[config.mk]
export PLATFORM = sky130hd
export DESIGN_NAME = div_top
export DESIGN_NICKNAME = d
export VERILOG_FILES = /design/src/div_pkg.sv /design/src/div_array.sv /design/src/div_datapath.sv /design/src/div_regs.sv /design/src/div_top.sv
export SDC_FILE = /design/constraint.sdc
export NUM_CORES = 1
export LEC_CHECK = 0
export BUFFER_PORTS_ARGS = -buffer_cell sky130_fd_sc_hd__buf_2
export CAP_MARGIN = 20
export CORE_MARGIN = 2
export CORE_UTILIZATION = 53
export DETAILED_ROUTE_END_ITERATION = 10
export PLACE_DENSITY = 0.89
export SYNTH_ARGS = -nofsm -noshare
export SYNTH_HDL_FRONTEND = slang
export SYNTH_SLANG_ARGS = --single-unit
[constraint.sdc]
create_clock -name clk -period 33.8 [get_ports clk]
set_input_delay 3.38 -clock clk [delete_from_list [all_inputs] [get_ports clk]]
set_output_delay 3.38 -clock clk [all_outputs]
set_load 0.01 [all_outputs]
[src/div_pkg.sv]
`default_nettype none

package div_pkg;

  // Operand and result widths.
  localparam int n_width    = 16;
  localparam int d_width    = 8;
  localparam int q_width    = 8;
  localparam int rows_width = 4;

  localparam int max_approx_rows = 8; // Largest legal CTRL value.

  typedef struct packed {
    logic [n_width-1:0]    n;           // Dividend.
    logic [d_width-1:0]    d;           // Divisor.
    logic [rows_width-1:0] approx_rows; // Setting captured at acceptance.
  } div_req_t;

  typedef struct packed {
    logic [q_width-1:0] q;   // Quotient.
    logic [q_width-1:0] r;   // Remainder.
    logic               ovf; // Upper dividend byte not below divisor.
  } div_rsp_t;

  localparam int apb_addr_width = 4;
  localparam int apb_data_width = 32;

  // Register map.
  localparam logic [apb_addr_width-1:0] addr_ctrl       = 4'h0;
  localparam logic [apb_addr_width-1:0] addr_done_count = 4'h4;
  localparam logic [apb_addr_width-1:0] addr_ovf_count  = 4'h8;

  localparam logic [rows_width-1:0] ctrl_reset_rows = 4'd2; // Matches the reference circuit.

  // APB completion codes on pslverr.
  localparam logic apb_ok  = 1'b0;
  localparam logic apb_err = 1'b1;

endpackage

`default_nettype wire

[src/div_array.sv]
`default_nettype none

// Restoring array divider. Row i produces quotient bit i; rows below
// approx_rows use the approximate subtractor cell.
module div_array import div_pkg::*; (
  input  logic [n_width-1:0]    n,
  input  logic [d_width-1:0]    d,
  input  logic [rows_width-1:0] approx_rows,
  output logic [q_width-1:0]    q,
  output logic [q_width-1:0]    r
);

  logic [d_width-1:0] rem [q_width]; // Partial remainder leaving each row.

  for (genvar i = 0; i < q_width; i++) begin : g_row
    logic               approx;
    logic               top;
    logic [d_width-1:0] x;
    logic [d_width-1:0] bin;
    logic [d_width-1:0] bout;
    logic [d_width-1:0] diff;

    assign approx = approx_rows > rows_width'(i);

    if (i == q_width - 1) begin : g_first
      assign x   = n[n_width-2 -: d_width]; // Dividend bits 14:7.
      assign top = n[n_width-1];
    end else begin : g_next
      // Shift the row above down and bring in the next dividend bit.
      assign x   = {rem[i+1][d_width-2:0], n[i]};
      assign top = rem[i+1][d_width-1];
    end

    assign bin = {bout[d_width-2:0], 1'b0}; // Borrow chain, LSB first.

    for (genvar j = 0; j < d_width; j++) begin : g_cell
      logic diff_exact;
      logic bout_exact;
      logic diff_apx;
      logic bout_apx;

      assign diff_exact = x[j] ^ d[j] ^ bin[j];
      assign bout_exact = (~x[j] & d[j]) | (~(x[j] ^ d[j]) & bin[j]);

      assign diff_apx = x[j];
      assign bout_apx = ~bin[j] | x[j];

      assign diff[j] = approx ? diff_apx : diff_exact;
      assign bout[j] = approx ? bout_apx : bout_exact;
    end

    assign q[i]   = top | ~bout[d_width-1];
    assign rem[i] = q[i] ? diff : x; // Restore when the subtraction fails.
  end

  assign r = rem[0];

endmodule

`default_nettype wire

[src/div_datapath.sv]
`default_nettype none

module div_datapath import div_pkg::*; (
  input  logic                  clk,
  input  logic                  reset,
  input  logic [rows_width-1:0] approx_rows,
  input  logic                  in_valid,
  output logic                  in_ready,
  input  div_req_t              in_data,
  output logic                  out_valid,
  input  logic                  out_ready,
  output div_rsp_t              out_data,
  output logic                  done,
  output logic                  ovf
);

  logic                 advance;
  logic                 s1_valid;
  div_req_t             s1_req;
  logic                 s1_ovf;
  logic [q_width-1:0]   arr_q;
  logic [q_width-1:0]   arr_r;

  // Whole pipe moves together.
  assign advance  = ~out_valid | out_ready;
  assign in_ready = advance;

  div_array u_array (
    .n           (s1_req.n),
    .d           (s1_req.d),
    .approx_rows (s1_req.approx_rows),
    .q           (arr_q),
    .r           (arr_r)
  );

  // Covers divide by zero as well.
  assign s1_ovf = s1_req.n[n_width-1 -: d_width] >= s1_req.d;

  always_ff @(posedge clk) begin
    if (reset) begin
      s1_valid  <= 1'b0;
      out_valid <= 1'b0;
    end else if (advance) begin
      s1_valid  <= in_valid;
      out_valid <= s1_valid;
    end
  end

  // Stage 1. The live setting replaces whatever the requester sent.
  always_ff @(posedge clk) begin
    if (advance && in_valid) begin
      s1_req.n           <= in_data.n;
      s1_req.d           <= in_data.d;
      s1_req.approx_rows <= approx_rows;
    end
  end

  // Stage 2.
  always_ff @(posedge clk) begin
    if (advance && s1_valid) begin
      out_data.q   <= arr_q;
      out_data.r   <= arr_r;
      out_data.ovf <= s1_ovf;
    end
  end

  assign done = out_valid & out_ready; // One pulse per result transfer.
  assign ovf  = done & out_data.ovf;

endmodule

`default_nettype wire

[src/div_regs.sv]
`default_nettype none

module div_regs import div_pkg::*; (
  input  logic                      clk,
  input  logic                      reset,
  input  logic                      psel,
  input  logic                      penable,
  input  logic                      pwrite,
  input  logic [apb_addr_width-1:0] paddr,
  input  logic [apb_data_width-1:0] pwdata,
  output logic [apb_data_width-1:0] prdata,
  output logic                      pready,
  output logic                      pslverr,
  input  logic                      done,
  input  logic                      ovf,
  output logic [rows_width-1:0]     approx_rows
);

  logic                      access;
  logic                      ctrl_wr;
  logic                      rows_bad;
  logic [apb_data_width-1:0] done_count;
  logic [apb_data_width-1:0] ovf_count;

  assign access   = psel & penable;
  assign pready   = 1'b1; // No wait states.
  assign rows_bad = pwdata > apb_data_width'(max_approx_rows);

  always_comb begin
    prdata  = '0;
    pslverr = apb_ok;
    if (access) begin
      case (paddr)
        addr_ctrl: begin
          prdata = apb_data_width'(approx_rows);
          if (pwrite && rows_bad) begin
            pslverr = apb_err;
          end
        end
        addr_done_count: begin
          prdata = done_count;
          if (pwrite) begin
            pslverr = apb_err; // Read only.
          end
        end
        addr_ovf_count: begin
          prdata = ovf_count;
          if (pwrite) begin
            pslverr = apb_err;
          end
        end
        default: begin
          pslverr = apb_err; // Unmapped offsets read as 0.
        end
      endcase
    end
  end

  assign ctrl_wr = access & pwrite & (paddr == addr_ctrl) & ~rows_bad;

  always_ff @(posedge clk) begin
    if (reset) begin
      approx_rows <= ctrl_reset_rows;
    end else if (ctrl_wr) begin
      approx_rows <= pwdata[rows_width-1:0];
    end
  end

  // Event counters stick at all ones.
  always_ff @(posedge clk) begin
    if (reset) begin
      done_count <= '0;
      ovf_count  <= '0;
    end else begin
      if (done && done_count != '1) begin
        done_count <= done_count + 1'b1;
      end
      if (ovf && ovf_count != '1) begin
        ovf_count <= ovf_count + 1'b1;
      end
    end
  end

endmodule

`default_nettype wire

[src/div_top.sv]
`default_nettype none

module div_top import div_pkg::*; (
  input  logic                      clk,
  input  logic                      reset,
  // APB register port.
  input  logic                      psel,
  input  logic                      penable,
  input  logic                      pwrite,
  input  logic [apb_addr_width-1:0] paddr,
  input  logic [apb_data_width-1:0] pwdata,
  output logic [apb_data_width-1:0] prdata,
  output logic                      pready,
  output logic                      pslverr,
  // Operand stream.
  input  logic                      in_valid,
  output logic                      in_ready,
  input  div_req_t                  in_data,
  // Result stream.
  output logic                      out_valid,
  input  logic                      out_ready,
  output div_rsp_t                  out_data
);

  logic [rows_width-1:0] approx_rows;
  logic                  done;
  logic                  ovf;

  div_regs u_regs (
    .clk         (clk),
    .reset       (reset),
    .psel        (psel),
    .penable     (penable),
    .pwrite      (pwrite),
    .paddr       (paddr),
    .pwdata      (pwdata),
    .prdata      (prdata),
    .pready      (pready),
    .pslverr     (pslverr),
    .done        (done),
    .ovf         (ovf),
    .approx_rows (approx_rows)
  );

  div_datapath u_datapath (
    .clk         (clk),
    .reset       (reset),
    .approx_rows (approx_rows),
    .in_valid    (in_valid),
    .in_ready    (in_ready),
    .in_data     (in_data),
    .out_valid   (out_valid),
    .out_ready   (out_ready),
    .out_data    (out_data),
    .done        (done),
    .ovf         (ovf)
  );

endmodule

`default_nettype wire

==> results of run 1 <==
==> cell usage in the layout (no fill, tap or decap), types with 14 or more instances in the layout <==
cell type,instances
nor2_1,146
buf_2,119
buf_4,70
dfxtp_1,70
nand2_1,62
fa_2,56
edfxtp_1,45
xor2_1,43
nand3_1,36
inv_1,35
a22oi_1,29
mux2i_1,28
a21oi_1,28
mux2_4,18
o21ai_0,17
ha_1,17
clkbuf_16,17
and3_1,15
nor2_2,15
mux2_2,14
xnor2_1,14
==> path summary, 6_finish.rpt <==
| path | start | endpoint | slack, ns | cells past startpoint |
|---|---|---|---|---|
| worst max-delay path | u_datapath.s1_req[19] | u_datapath.out_data[3] | -0.63 | 168 |
| worst min-delay path | u_regs.approx_rows[1] | u_datapath.s1_req[1] | 0.47 | 0 |
| worst max register to register | u_datapath.s1_req[19] | u_datapath.out_data[3] | -0.63 | 168 |
| worst min register to register | u_regs.approx_rows[1] | u_datapath.s1_req[1] | 0.47 | 0 |
==> timing repair <==
action / CTS / global route
setup buffers: 12 / 10
setup endpoints to repair: 9 / 9
gates resized for setup: 72 / 20
pin swaps: 89 / 67
hold buffers: 0 / 0
==> layout make-up <==
| class | instances | area (sq um) |
|---|---|---|
| timing repair buffer | 193 | 1169 |
| antenna | 1 | 2.502 |
| fill | 1083 | 4915 |
| clock buffer | 17 | 425.4 |
| sequential | 115 | 2753 |
| multi-input combinational | 739 | 6043 |
| clock inverter | 15 | 157.7 |
| tap | 216 | 270.3 |
| inverter | 40 | 150.1 |
==> metal layers <==
metal  wire length (microns)  up-vias  part of all wire, %
li1                        -     3637                    -
met2                   12060      378                   49
met3                    1672      116                  6.8
met1                    9424     3920                   38
met4                    1462        0                  5.9
met5                       0        -                    0
==> logic make-up after synthesis <==
| kind of cell | count (synthesis) |
|---|---|
| XOR/XNOR | 57 |
| flip-flops | 115 |
| adder cells (fa/ha/maj) | 74 |
| AO/OA/AOI/OAI | 162 |
| buffers and inverters | 80 |
| multiplexers | 69 |
| other | 1 |
| AND/OR/NAND/NOR | 376 |
==> state kept, by name, indices dropped and copies added, names as in the netlist <==
name,flops
u_datapath.s1_req,28
u_regs.done_count,32
u_datapath.s1_valid,1
u_datapath.out_valid,1
u_regs.approx_rows,4
u_regs.ovf_count,32
u_datapath.out_data,17
==> critical path, delay by kind of cell (launching register included) <==
family	cells	cell delay, ns
fa+ha+maj	57	19.60
flops	1	0.40
simple gates	44	4.50
buf+inv	5	0.55
mux	15	3.78
compound gates	47	5.30
==> through the flow <==
stage / cell area [sq um] / power, mW
2_1_floorplan: 8830 / 0.4631
3_3_place_gp: 9883 / 0.5425
3_5_place_dp: 9883 / 0.5672
4_1_cts: 10800 / 0.7802
5_1_grt: 10970 / 0.8657
6_report: 10970 / 0.8164
==> power groups by stage <==
stage / clock network [mW] / logic, mW / registers, mW
final: 0.179 / 0.476 / 0.162
after global placement: 0 / 0.378 / 0.165
after CTS: 0.179 / 0.439 / 0.162
after detailed placement: 0 / 0.402 / 0.165
after floorplan: 0 / 0.296 / 0.168
after global routing: 0.186 / 0.517 / 0.163
==> summary.txt, run 1 <==
Outcome
  – Status: finished with violations
  – Failing checks: setup timing

Power
  – Sw Ratio: 41.17%
  – Internal power: between 0.4 and 0.5 mW
  – Sw Pwr: 0.3361 mW
  – Peak VDD IR: 0.05497 mV
  – Logic pwr share: a little under 60%
  – Clock power frac: 21.9%
  – Flop pwr share: 19.9%
  – PwrDens: about 74 nW/um^2
  – Static leakage power: ~4.4 nW

Global route
  – Vias in the first global route: between 8000 and 9000
  – Met3 Track Usage GR: 5.363%
  – GR Util met2: a little under half
  – Grt ovf: 0
  – Tot GR Track Use: between 20 and 30%
  – Met1 usage: about a third
  – Initial antenna violation count: 1
  – Largest net degree at the start of global routing: 71
  – First-pass GRT wire length: 39.23 mm
  – Busiest grt layer: met2

Synth
  – Simple-gate share of the synthesized area: 20.38%
  – Post-synth ARST share: 0%
  – Syn Inst Count: 934
  – Netlist cell types: 76
  – Synth Area in XOR/XNOR: under 10%
  – Mapped cell area: 8620 sq um
  – Top-area cell type share of the netlist area: around 16%
  – Dominant cells by area after synthesis: dfxtp_1 (16%), edfxtp_1 (16%), fa_1 (13%)
  – Yosys Warn Count: 0
  – Synth top cells by count: nor2_1 (166), dfxtp_1 (70), nand2_1 (67)
  – Most common cell in the synthesized netlist: nor2_1
  – Leading register cell type out of synthesis: dfxtp_1
  – Net count after synthesis: 1079
  – Post-Synth Adder-Cell Area: about 16%
  – Synth Area in Compound Gates: a little over an eighth
  – Cell taking the most area after synthesis: dfxtp_1
  – Largest family of logic cells by synthesized area: simple AND/OR/NAND/NOR gates
  – Number of synthesized flops with an enable pin: 45
  – Mux contribution to synthesized area: under 10%
  – Syn Area/Cell: just over 9 sq um
  – Flops & latches, synth: ~120
  – Seq/Total Area, Yosys: approximately a third

Drt
  – 1st-iter DRT viols: about 570
  – Post-route ant nets: 0
  – Drt via density: around 6.0
  – WL per Instance: roughly 18 microns
  – Vias: approximately 8100
  – DRC: 0
  – DRT Pass-1 Iters: 5
  – Routed wire length: 24.62 mm

Cells and area
  – P&R area growth vs syn: 27.28%
  – Nets: ~1300
  – Post-Layout Cell Count: roughly 1300
  – Share of layout cells above drive strength 1: 36.10%
  – Fin util: between 60 and 70%

STA
  – Pins Over Slew Limit: 0
  – Tcrit/Tclk final: 101.9%
  – RSZ-0062 raised after global routing: true
  – Max-slew headroom: 26.56%
  – Period minus WS final: between 30 and 40 ns
  – Worst slew pin tran: around 1.1 ns
  – Max Clk Rate: around 29 MHz
  – Hold WS: 0.4717 ns
  – Worst Skew: about 0.022 ns
  – Final setup viols: 9
  – Setup_tns: -5.202 ns
  – Final Hold Viols: 0
  – Worst Slack Setup Final: -0.6277 ns

Die
  – Die span in x: 131.5 microns
  – Die height: about 130 microns
  – Std-Cell Rows: 46
  – Die area: about 17000 sq um
  – Starting density of the core: a little over half
  – IO Count: about 120
  – Core region area: around 16000 sq um

Place
  – Placed cells: about 1300
  – Gpl congestion: ~1
  – DP HPWL: 16.71 mm
  – Post-Place Setup Slack: -1.026 ns
  – IO Port Bufs: 118

Setup path
  – Kind of critical path: reg2reg
  – Cell repeated most along the worst path: fa_2
  – CP Max Fanout: 7
  – WP data arrival: ~35 ns
  – Worst path required time: 33.96 ns
  – CP Launch Type: register
  – Crit end category: register
  – Largest stage delay on the critical path: 0.46 ns
  – Slowest-stage cell, CP: or3_4

Clock network
  – Clock Sinks: roughly 120
  – CTS Buffer Depth: 2
  – Clock-pin slew on the worst setup and hold paths: 0.06 ns
  – Root Driver: clkbuf_16
  – Clock Latency Late Sink: about 0.43 ns
  – Htree depth: 4
  – CTS tree: built
  – CTS Buf Count: 17

Job
  – Max_cap viols: 0

Worst hold path
  – HP Class: reg2reg
(Power assumes the default switching activity.)
==> run 2, diff against run 1 <==
--- a/config.mk
+++ b/config.mk
@@ -10,6 +10,7 @@
 export CORE_MARGIN = 2
 export CORE_UTILIZATION = 53
 export DETAILED_ROUTE_END_ITERATION = 10
+export MAX_ROUTING_LAYER = met4
 export PLACE_DENSITY = 0.89
 export SYNTH_ARGS = -nofsm -noshare
 export SYNTH_HDL_FRONTEND = slang
==> run 2 against run 1 <==
  * The flow still finishes with violations (setup timing)
  * Power decreased by 1.1%
  * Critical path depth is 1 higher
  * Non-clock buffer count did not move
  * Sequential share of layout area increased by 0.060 points
  * Critical path type unchanged
  * Largest power group unchanged
==> summary.txt, run 2 (synthesis results as in run 1) <==
Job
  – Max_cap viols: 0 (unchanged)

Drt
  – Routed wire length: 24.88 mm (+1.1%)
  – Metal2 WL: 12.27 mm (+1.7%)
  – WL met3: 1.573 mm (-5.9%)
  – Routed length on met1: 9.621 mm (+2.1%)
  – Post-route ant nets: 0 (unchanged)
  – DRT Pass-1 Iters: 5 (unchanged)
  – 1st-iter DRT viols: 739 (+29%)
  – WL per Instance: 18.62 microns (+1.1%)
  – Vias: 8051 (unchanged)
  – Drt via density: 6.026 (unchanged)
  – Top layer used by detailed routing: met4
  – DRC: 0 (unchanged)

Global route
  – First-pass GRT wire length: 39.34 mm (+0.26%)
  – Grt ovf: 0 (unchanged)
  – Initial antenna violation count: 1 (unchanged)
  – Tot GR Track Use: 29.24% (+1.1 points)
  – Vias in the first global route: 8191 (+2.1%)
  – Largest net degree at the start of global routing: 71 (unchanged)

Die
  – Die area: 17300 sq um (unchanged)
  – Core region area: 15890 sq um (unchanged)
  – Die span in x: 131.5 microns (unchanged)
  – Starting density of the core: 54.26% (unchanged)
  – Die height: 131.5 microns (unchanged)
  – Std-Cell Rows: 46 (unchanged)
  – IO Count: 124 (unchanged)

Power
  – PwrDens: 73.81 nW/um^2 (-0.82%)
  – Peak VDD IR: 0.05191 mV (-5.6%)
  – Static leakage power: 4.358 nW (about the same)

Cells and area
  – Share of layout cells above drive strength 1: 35.75% (-0.36 points)
  – Commonest non-fill, non-tap cell in the layout: nor2_1
  – Nets: 1251 (unchanged)
  – Top Registers: u_regs.done_count x32, u_regs.ovf_count x32, u_datapath.s1_req x28
  – Commonest cells after routing, fill and taps aside: nor2_1 (145), buf_2 (118), buf_4 (70), dfxtp_1 (70), nand2_1 (61)
  – Final-layout fill cell count: 1116 (+3.0%)
  – Fin util: 68.90% (-0.17 points)
  – P&R area growth vs syn: 26.97%
  – Post-Layout Cell Count: 1336 (unchanged)

Setup path
  – Largest stage delay on the critical path: 0.45 ns (about the same)
  – CP Max Fanout: 7 (unchanged)
  – Cell repeated most along the worst path: fa_2
  – Slowest-stage cell, CP: or3_4
  – Worst path required time: 33.97 ns (about the same)
  – Crit end category: register
  – Top Family by Delay on Critical Path: adder cells
  – Kind of critical path: reg2reg
  – WP data arrival: 34.84 ns (+0.25 ns)
  – CP Launch Type: register
  – CP Buf/Inv Count: 5 (unchanged)

Clock network
  – CTS Hold Bufs: 0 (unchanged)
  – Htree depth: 4 (unchanged)
  – Root Driver: clkbuf_16
  – CTS tree: built
  – Clock Latency Late Sink: 0.42 ns (about the same)
  – CTS Buf Count: 17 (unchanged)
  – Clock Sinks: 115 (unchanged)
  – CTS Buffer Depth: 2 (unchanged)
  – Clock-pin slew on the worst setup and hold paths: 0.06 ns (about the same)

STA
  – Pins Over Slew Limit: 0 (unchanged)
  – Period minus WS final: 34.67 ns (+0.2408 ns)
  – Final Hold Viols: 0 (unchanged)
  – Worst Skew: 0.009198 ns (-0.01282 ns)
  – Tcrit/Tclk final: 102.6% (+0.71 points)
  – Final setup viols: 9 (unchanged)
  – Hold WS: 0.4735 ns (+0.001808 ns)
  – Max Clk Rate: 28.84 MHz (-0.69%)
  – Worst slew pin tran: 1.155 ns (+0.06150 ns)
  – RSZ-0062 raised after global routing: true
  – Worst Slack Setup Final: -0.8685 ns (-0.2408 ns)
  – Max-slew headroom: 22.43% (-4.1 points)

Worst hold path
  – HP Class: reg2reg

Place
  – Gpl congestion: 0.9979 (+1.1%)
  – Placed cells: 1278 (-0.078%)
  – IO Port Bufs: 118 (unchanged)
  – DP HPWL: 16.37 mm (-2.1%)
  – Post-Place Setup Slack: -1.060 ns (-0.03408 ns)

Outcome
  – Status: finished with violations
  – Failing checks: setup timing
run 2: power by group:
| group | leakage, nW | switching [mW] | internal, mW |
|---|---|---|---|
| Combinational | 3.09 | 0.254 | 0.220 |
| Clock | 0.275 | 0.0736 | 0.0983 |
| Sequential | 0.991 | 0.00490 | 0.157 |
run 2: area by class of cell:
type                    instances  area (sq um)  share of cell area (%)
inverters                      40         150.1                   1.372
clock buffers                  19         442.9                   4.047
clock inverters                13         112.6                   1.029
repair buffers                193          1169                   10.68
flip-flops and latches        115          2753                   25.15
multi-input cells             739          6045                   55.23
diodes                          1         2.502                 0.02287
well taps                     216         270.3                   2.469
run 2: worst paths after layout:
| check | start | to | slack (ns) | depth (start not counted) |
|---|---|---|---|---|
| max | u_datapath.s1_req[19] | u_datapath.out_data[4] | -0.87 | 169 |
| min | u_datapath.s1_valid | u_datapath.out_valid | 0.47 | 2 |
| max reg2reg | u_datapath.s1_req[19] | u_datapath.out_data[4] | -0.87 | 169 |
| min reg2reg | u_datapath.s1_valid | u_datapath.out_valid | 0.47 | 2 |
run 2: metrics by stage:
stage / area [sq um] / setup TNS [ns] / total power, mW
after floorplan: 8830 / 0 / 0.4631
after global placement: 9876 / -1.539 / 0.5417
after detailed placement: 9876 / -8.811 / 0.5649
after CTS: 10820 / -7.366 / 0.7747
after global routing: 10940 / -17.15 / 0.8576
final: 10940 / -7.324 / 0.8078
run 2: timing repair:
item / CTS / global route
hold endpoints to repair: 0 / 0
setup buffers: 18 / 5
resized for setup: 76 / 17
setup endpoints to repair: 9 / 9
pin swaps: 95 / 65
run 2: per-layer routing:
metal / GRT usage [%] / vias to the layer above
li1: - / 3647
met1: 32.40 / 3904
met2: 47.73 / 387
met3: 6.134 / 113
met4: 19.32 / 0
met5: - / -
run 2: worst min-delay path, cell delays in order (launching register included):
cell and delay [ns]:
dfxtp_1 0.32, inv_1 0.05, a21oi_1 0.05
==> run 3, diff against run 2 <==
--- a/config.mk
+++ b/config.mk
@@ -15,3 +15,4 @@
 export SYNTH_ARGS = -nofsm -noshare
 export SYNTH_HDL_FRONTEND = slang
 export SYNTH_SLANG_ARGS = --single-unit
+export TNS_END_PERCENT = 50
==> run 3 against run 2 <==
  * The run still ends with setup timing left
  * Maximum frequency about the same
  * Sequential share of layout area unchanged
  * Flip-flop and latch count unchanged
  * Via count about the same
  * Register-to-register slack about the same
  * Clock power about the same
  * Cell count unchanged
  * Combinational power about the same
  * Routed wire length about the same
  * Clock skew about the same
  * Hold slack unchanged
  * Critical path type unchanged
  * Largest cell class unchanged
==> summary.txt, run 3 (synthesis results as in run 1) <==
STA
  – Max-slew headroom: 22.43% (about the same)
  – Worst Skew: 0.009200 ns (+0.000001830 ns)
  – Tcrit/Tclk final: 102.6% (about the same)
  – Final Hold Viols: 0 (unchanged)
  – Pins Over Slew Limit: 0 (unchanged)
  – RSZ-0062 raised after global routing: true
  – Worst Slack Setup Final: -0.8688 ns (-0.0003020 ns)
  – Max Clk Rate: 28.84 MHz (about the same)
  – Worst slew pin tran: 1.155 ns (+0.00007260 ns)
  – Period minus WS final: 34.67 ns (+0.0003020 ns)
  – Final setup viols: 9 (unchanged)
  – Hold WS: 0.4735 ns (unchanged)
  – Setup_tns: -7.327 ns (-0.002720 ns)

Global route
  – Initial antenna violation count: 1 (unchanged)
  – Vias in the first global route: 8191 (unchanged)
  – Largest net degree at the start of global routing: 71 (unchanged)
  – Tot GR Track Use: 29.24% (unchanged)
  – First-pass GRT wire length: 39.34 mm (unchanged)
  – Grt ovf: 0 (unchanged)

Outcome
  – Failing checks: setup timing
  – Status: finished with violations

Clock network
  – Clock-pin slew on the worst setup and hold paths: 0.06 ns (about the same)
  – CTS tree: built
  – CTS Buffer Depth: 2 (unchanged)
  – CTS Buf Count: 17 (unchanged)
  – CTS Hold Bufs: 0 (unchanged)
  – Htree depth: 4 (unchanged)
  – Clock Latency Late Sink: 0.42 ns (about the same)
  – Root Driver: clkbuf_16
  – Clock Sinks: 115 (unchanged)

Drt
  – Drt via density: 6.028 (about the same)
  – DRC: 0 (unchanged)
  – Vias: 8054 (+0.037%)
  – Post-route ant nets: 0 (unchanged)
  – 1st-iter DRT viols: 739 (unchanged)
  – Routed wire length: 24.89 mm (about the same)
  – WL per Instance: 18.63 microns (about the same)
  – DRT Pass-1 Iters: 5 (unchanged)

Die
  – Std-Cell Rows: 46 (unchanged)
  – Die height: 131.5 microns (unchanged)
  – Starting density of the core: 54.26% (unchanged)
  – Die area: 17300 sq um (unchanged)
  – Die span in x: 131.5 microns (unchanged)
  – Core region area: 15890 sq um (unchanged)
  – IO Count: 124 (unchanged)

Cells and area
  – Commonest non-fill, non-tap cell in the layout: nor2_1
  – Final-layout fill cell count: 1116 (unchanged)
  – Commonest cells after routing, fill and taps aside: nor2_1 (145), buf_2 (118), buf_4 (70), dfxtp_1 (70), nand2_1 (61)
  – Share of layout cells above drive strength 1: 35.75% (unchanged)
  – P&R area growth vs syn: 26.97% (unchanged)
  – Top Registers: u_regs.done_count x32, u_regs.ovf_count x32, u_datapath.s1_req x28
  – Fin util: 68.90% (unchanged)
  – Post-Layout Cell Count: 1336 (unchanged)
  – Design area: 10940 sq um (unchanged)
  – Nets: 1251 (unchanged)

Setup path
  – Worst path required time: 33.97 ns (about the same)
  – Crit end category: register
  – CP Launch Type: register
  – Largest stage delay on the critical path: 0.45 ns (about the same)
  – Kind of critical path: reg2reg
  – Slowest-stage cell, CP: or3_4
  – WP data arrival: 34.84 ns (about the same)
  – CP Max Fanout: 7 (unchanged)
  – Cell repeated most along the worst path: fa_2

Place
  – IO Port Bufs: 118 (unchanged)
  – DP HPWL: 16.37 mm (unchanged)
  – Gpl congestion: 0.9979 (unchanged)
  – Post-Place Setup Slack: -1.060 ns (unchanged)
  – Placed Area: 9876 sq um (unchanged)
  – Placed cells: 1278 (unchanged)

Job
  – Max_cap viols: 0 (unchanged)

Power
  – Static leakage power: 4.358 nW (unchanged)
  – PwrDens: 73.81 nW/um^2 (about the same)
  – Final Total Pwr: 0.8078 mW (about the same)
  – Peak VDD IR: 0.05191 mV (about the same)

Worst hold path
  – HP Class: reg2reg
-- run 3: cell counts in the layout (fill, tap and decap cells not counted) --
No cell type changed its count.
-- run 3: worst paths after layout --
kind	startpoint	slack, ns	endpoint	cells past startpoint
hold / removal	u_datapath.s1_valid	0.47	u_datapath.out_valid	2
hold reg to reg	u_datapath.s1_valid	0.47	u_datapath.out_valid	2
setup / recovery	u_datapath.s1_req[19]	-0.87	u_datapath.out_data[4]	169
setup reg to reg	u_datapath.s1_req[19]	-0.87	u_datapath.out_data[4]	169
-- run 3: final cells by class --
class	instances	area, sq um	share of cell area [%]
inverter	40	150.1	1.372
multi-input combinational	739	6045	55.23
tap	216	270.3	2.469
clock buffer	19	442.9	4.047
timing repair buffer	193	1169	10.68
antenna	1	2.502	0.02287
sequential	115	2753	25.15
clock inverter	13	112.6	1.029
-- run 3: worst max-delay path, delay by kind of cell, from the launching register on --
family	cells	cell delay, ns
compound gates	47	5.20
fa+ha+maj	57	19.82
buf+inv	5	0.58
flops	1	0.40
mux	15	3.86
simple gates	45	4.48
-- run 3: timing repair --
item | 4_1_cts | 5_1_grt
hold endpoints to repair | 0 | 0
pin swaps | 95 | 65
setup endpoints to repair | 9 | 9
gates resized for setup | 76 | 17
setup buffers | 18 | 5
-- run 3: routing by layer --
layer / global-route usage, % / vias to the layer above / share of wire [%]
met5: - / - / 0
met1: 32.40 / 3906 / 39
met2: 47.73 / 388 / 49
li1: - / 3647 / -
met4: 19.32 / 0 / 5.7
met3: 6.134 / 113 / 6.3
-- run 3: where the power goes --
part	switching (mW)	leakage (nW)	internal, mW
logic	0.254	3.09	0.220
registers	0.00491	0.991	0.157
clock network	0.0736	0.275	0.0983
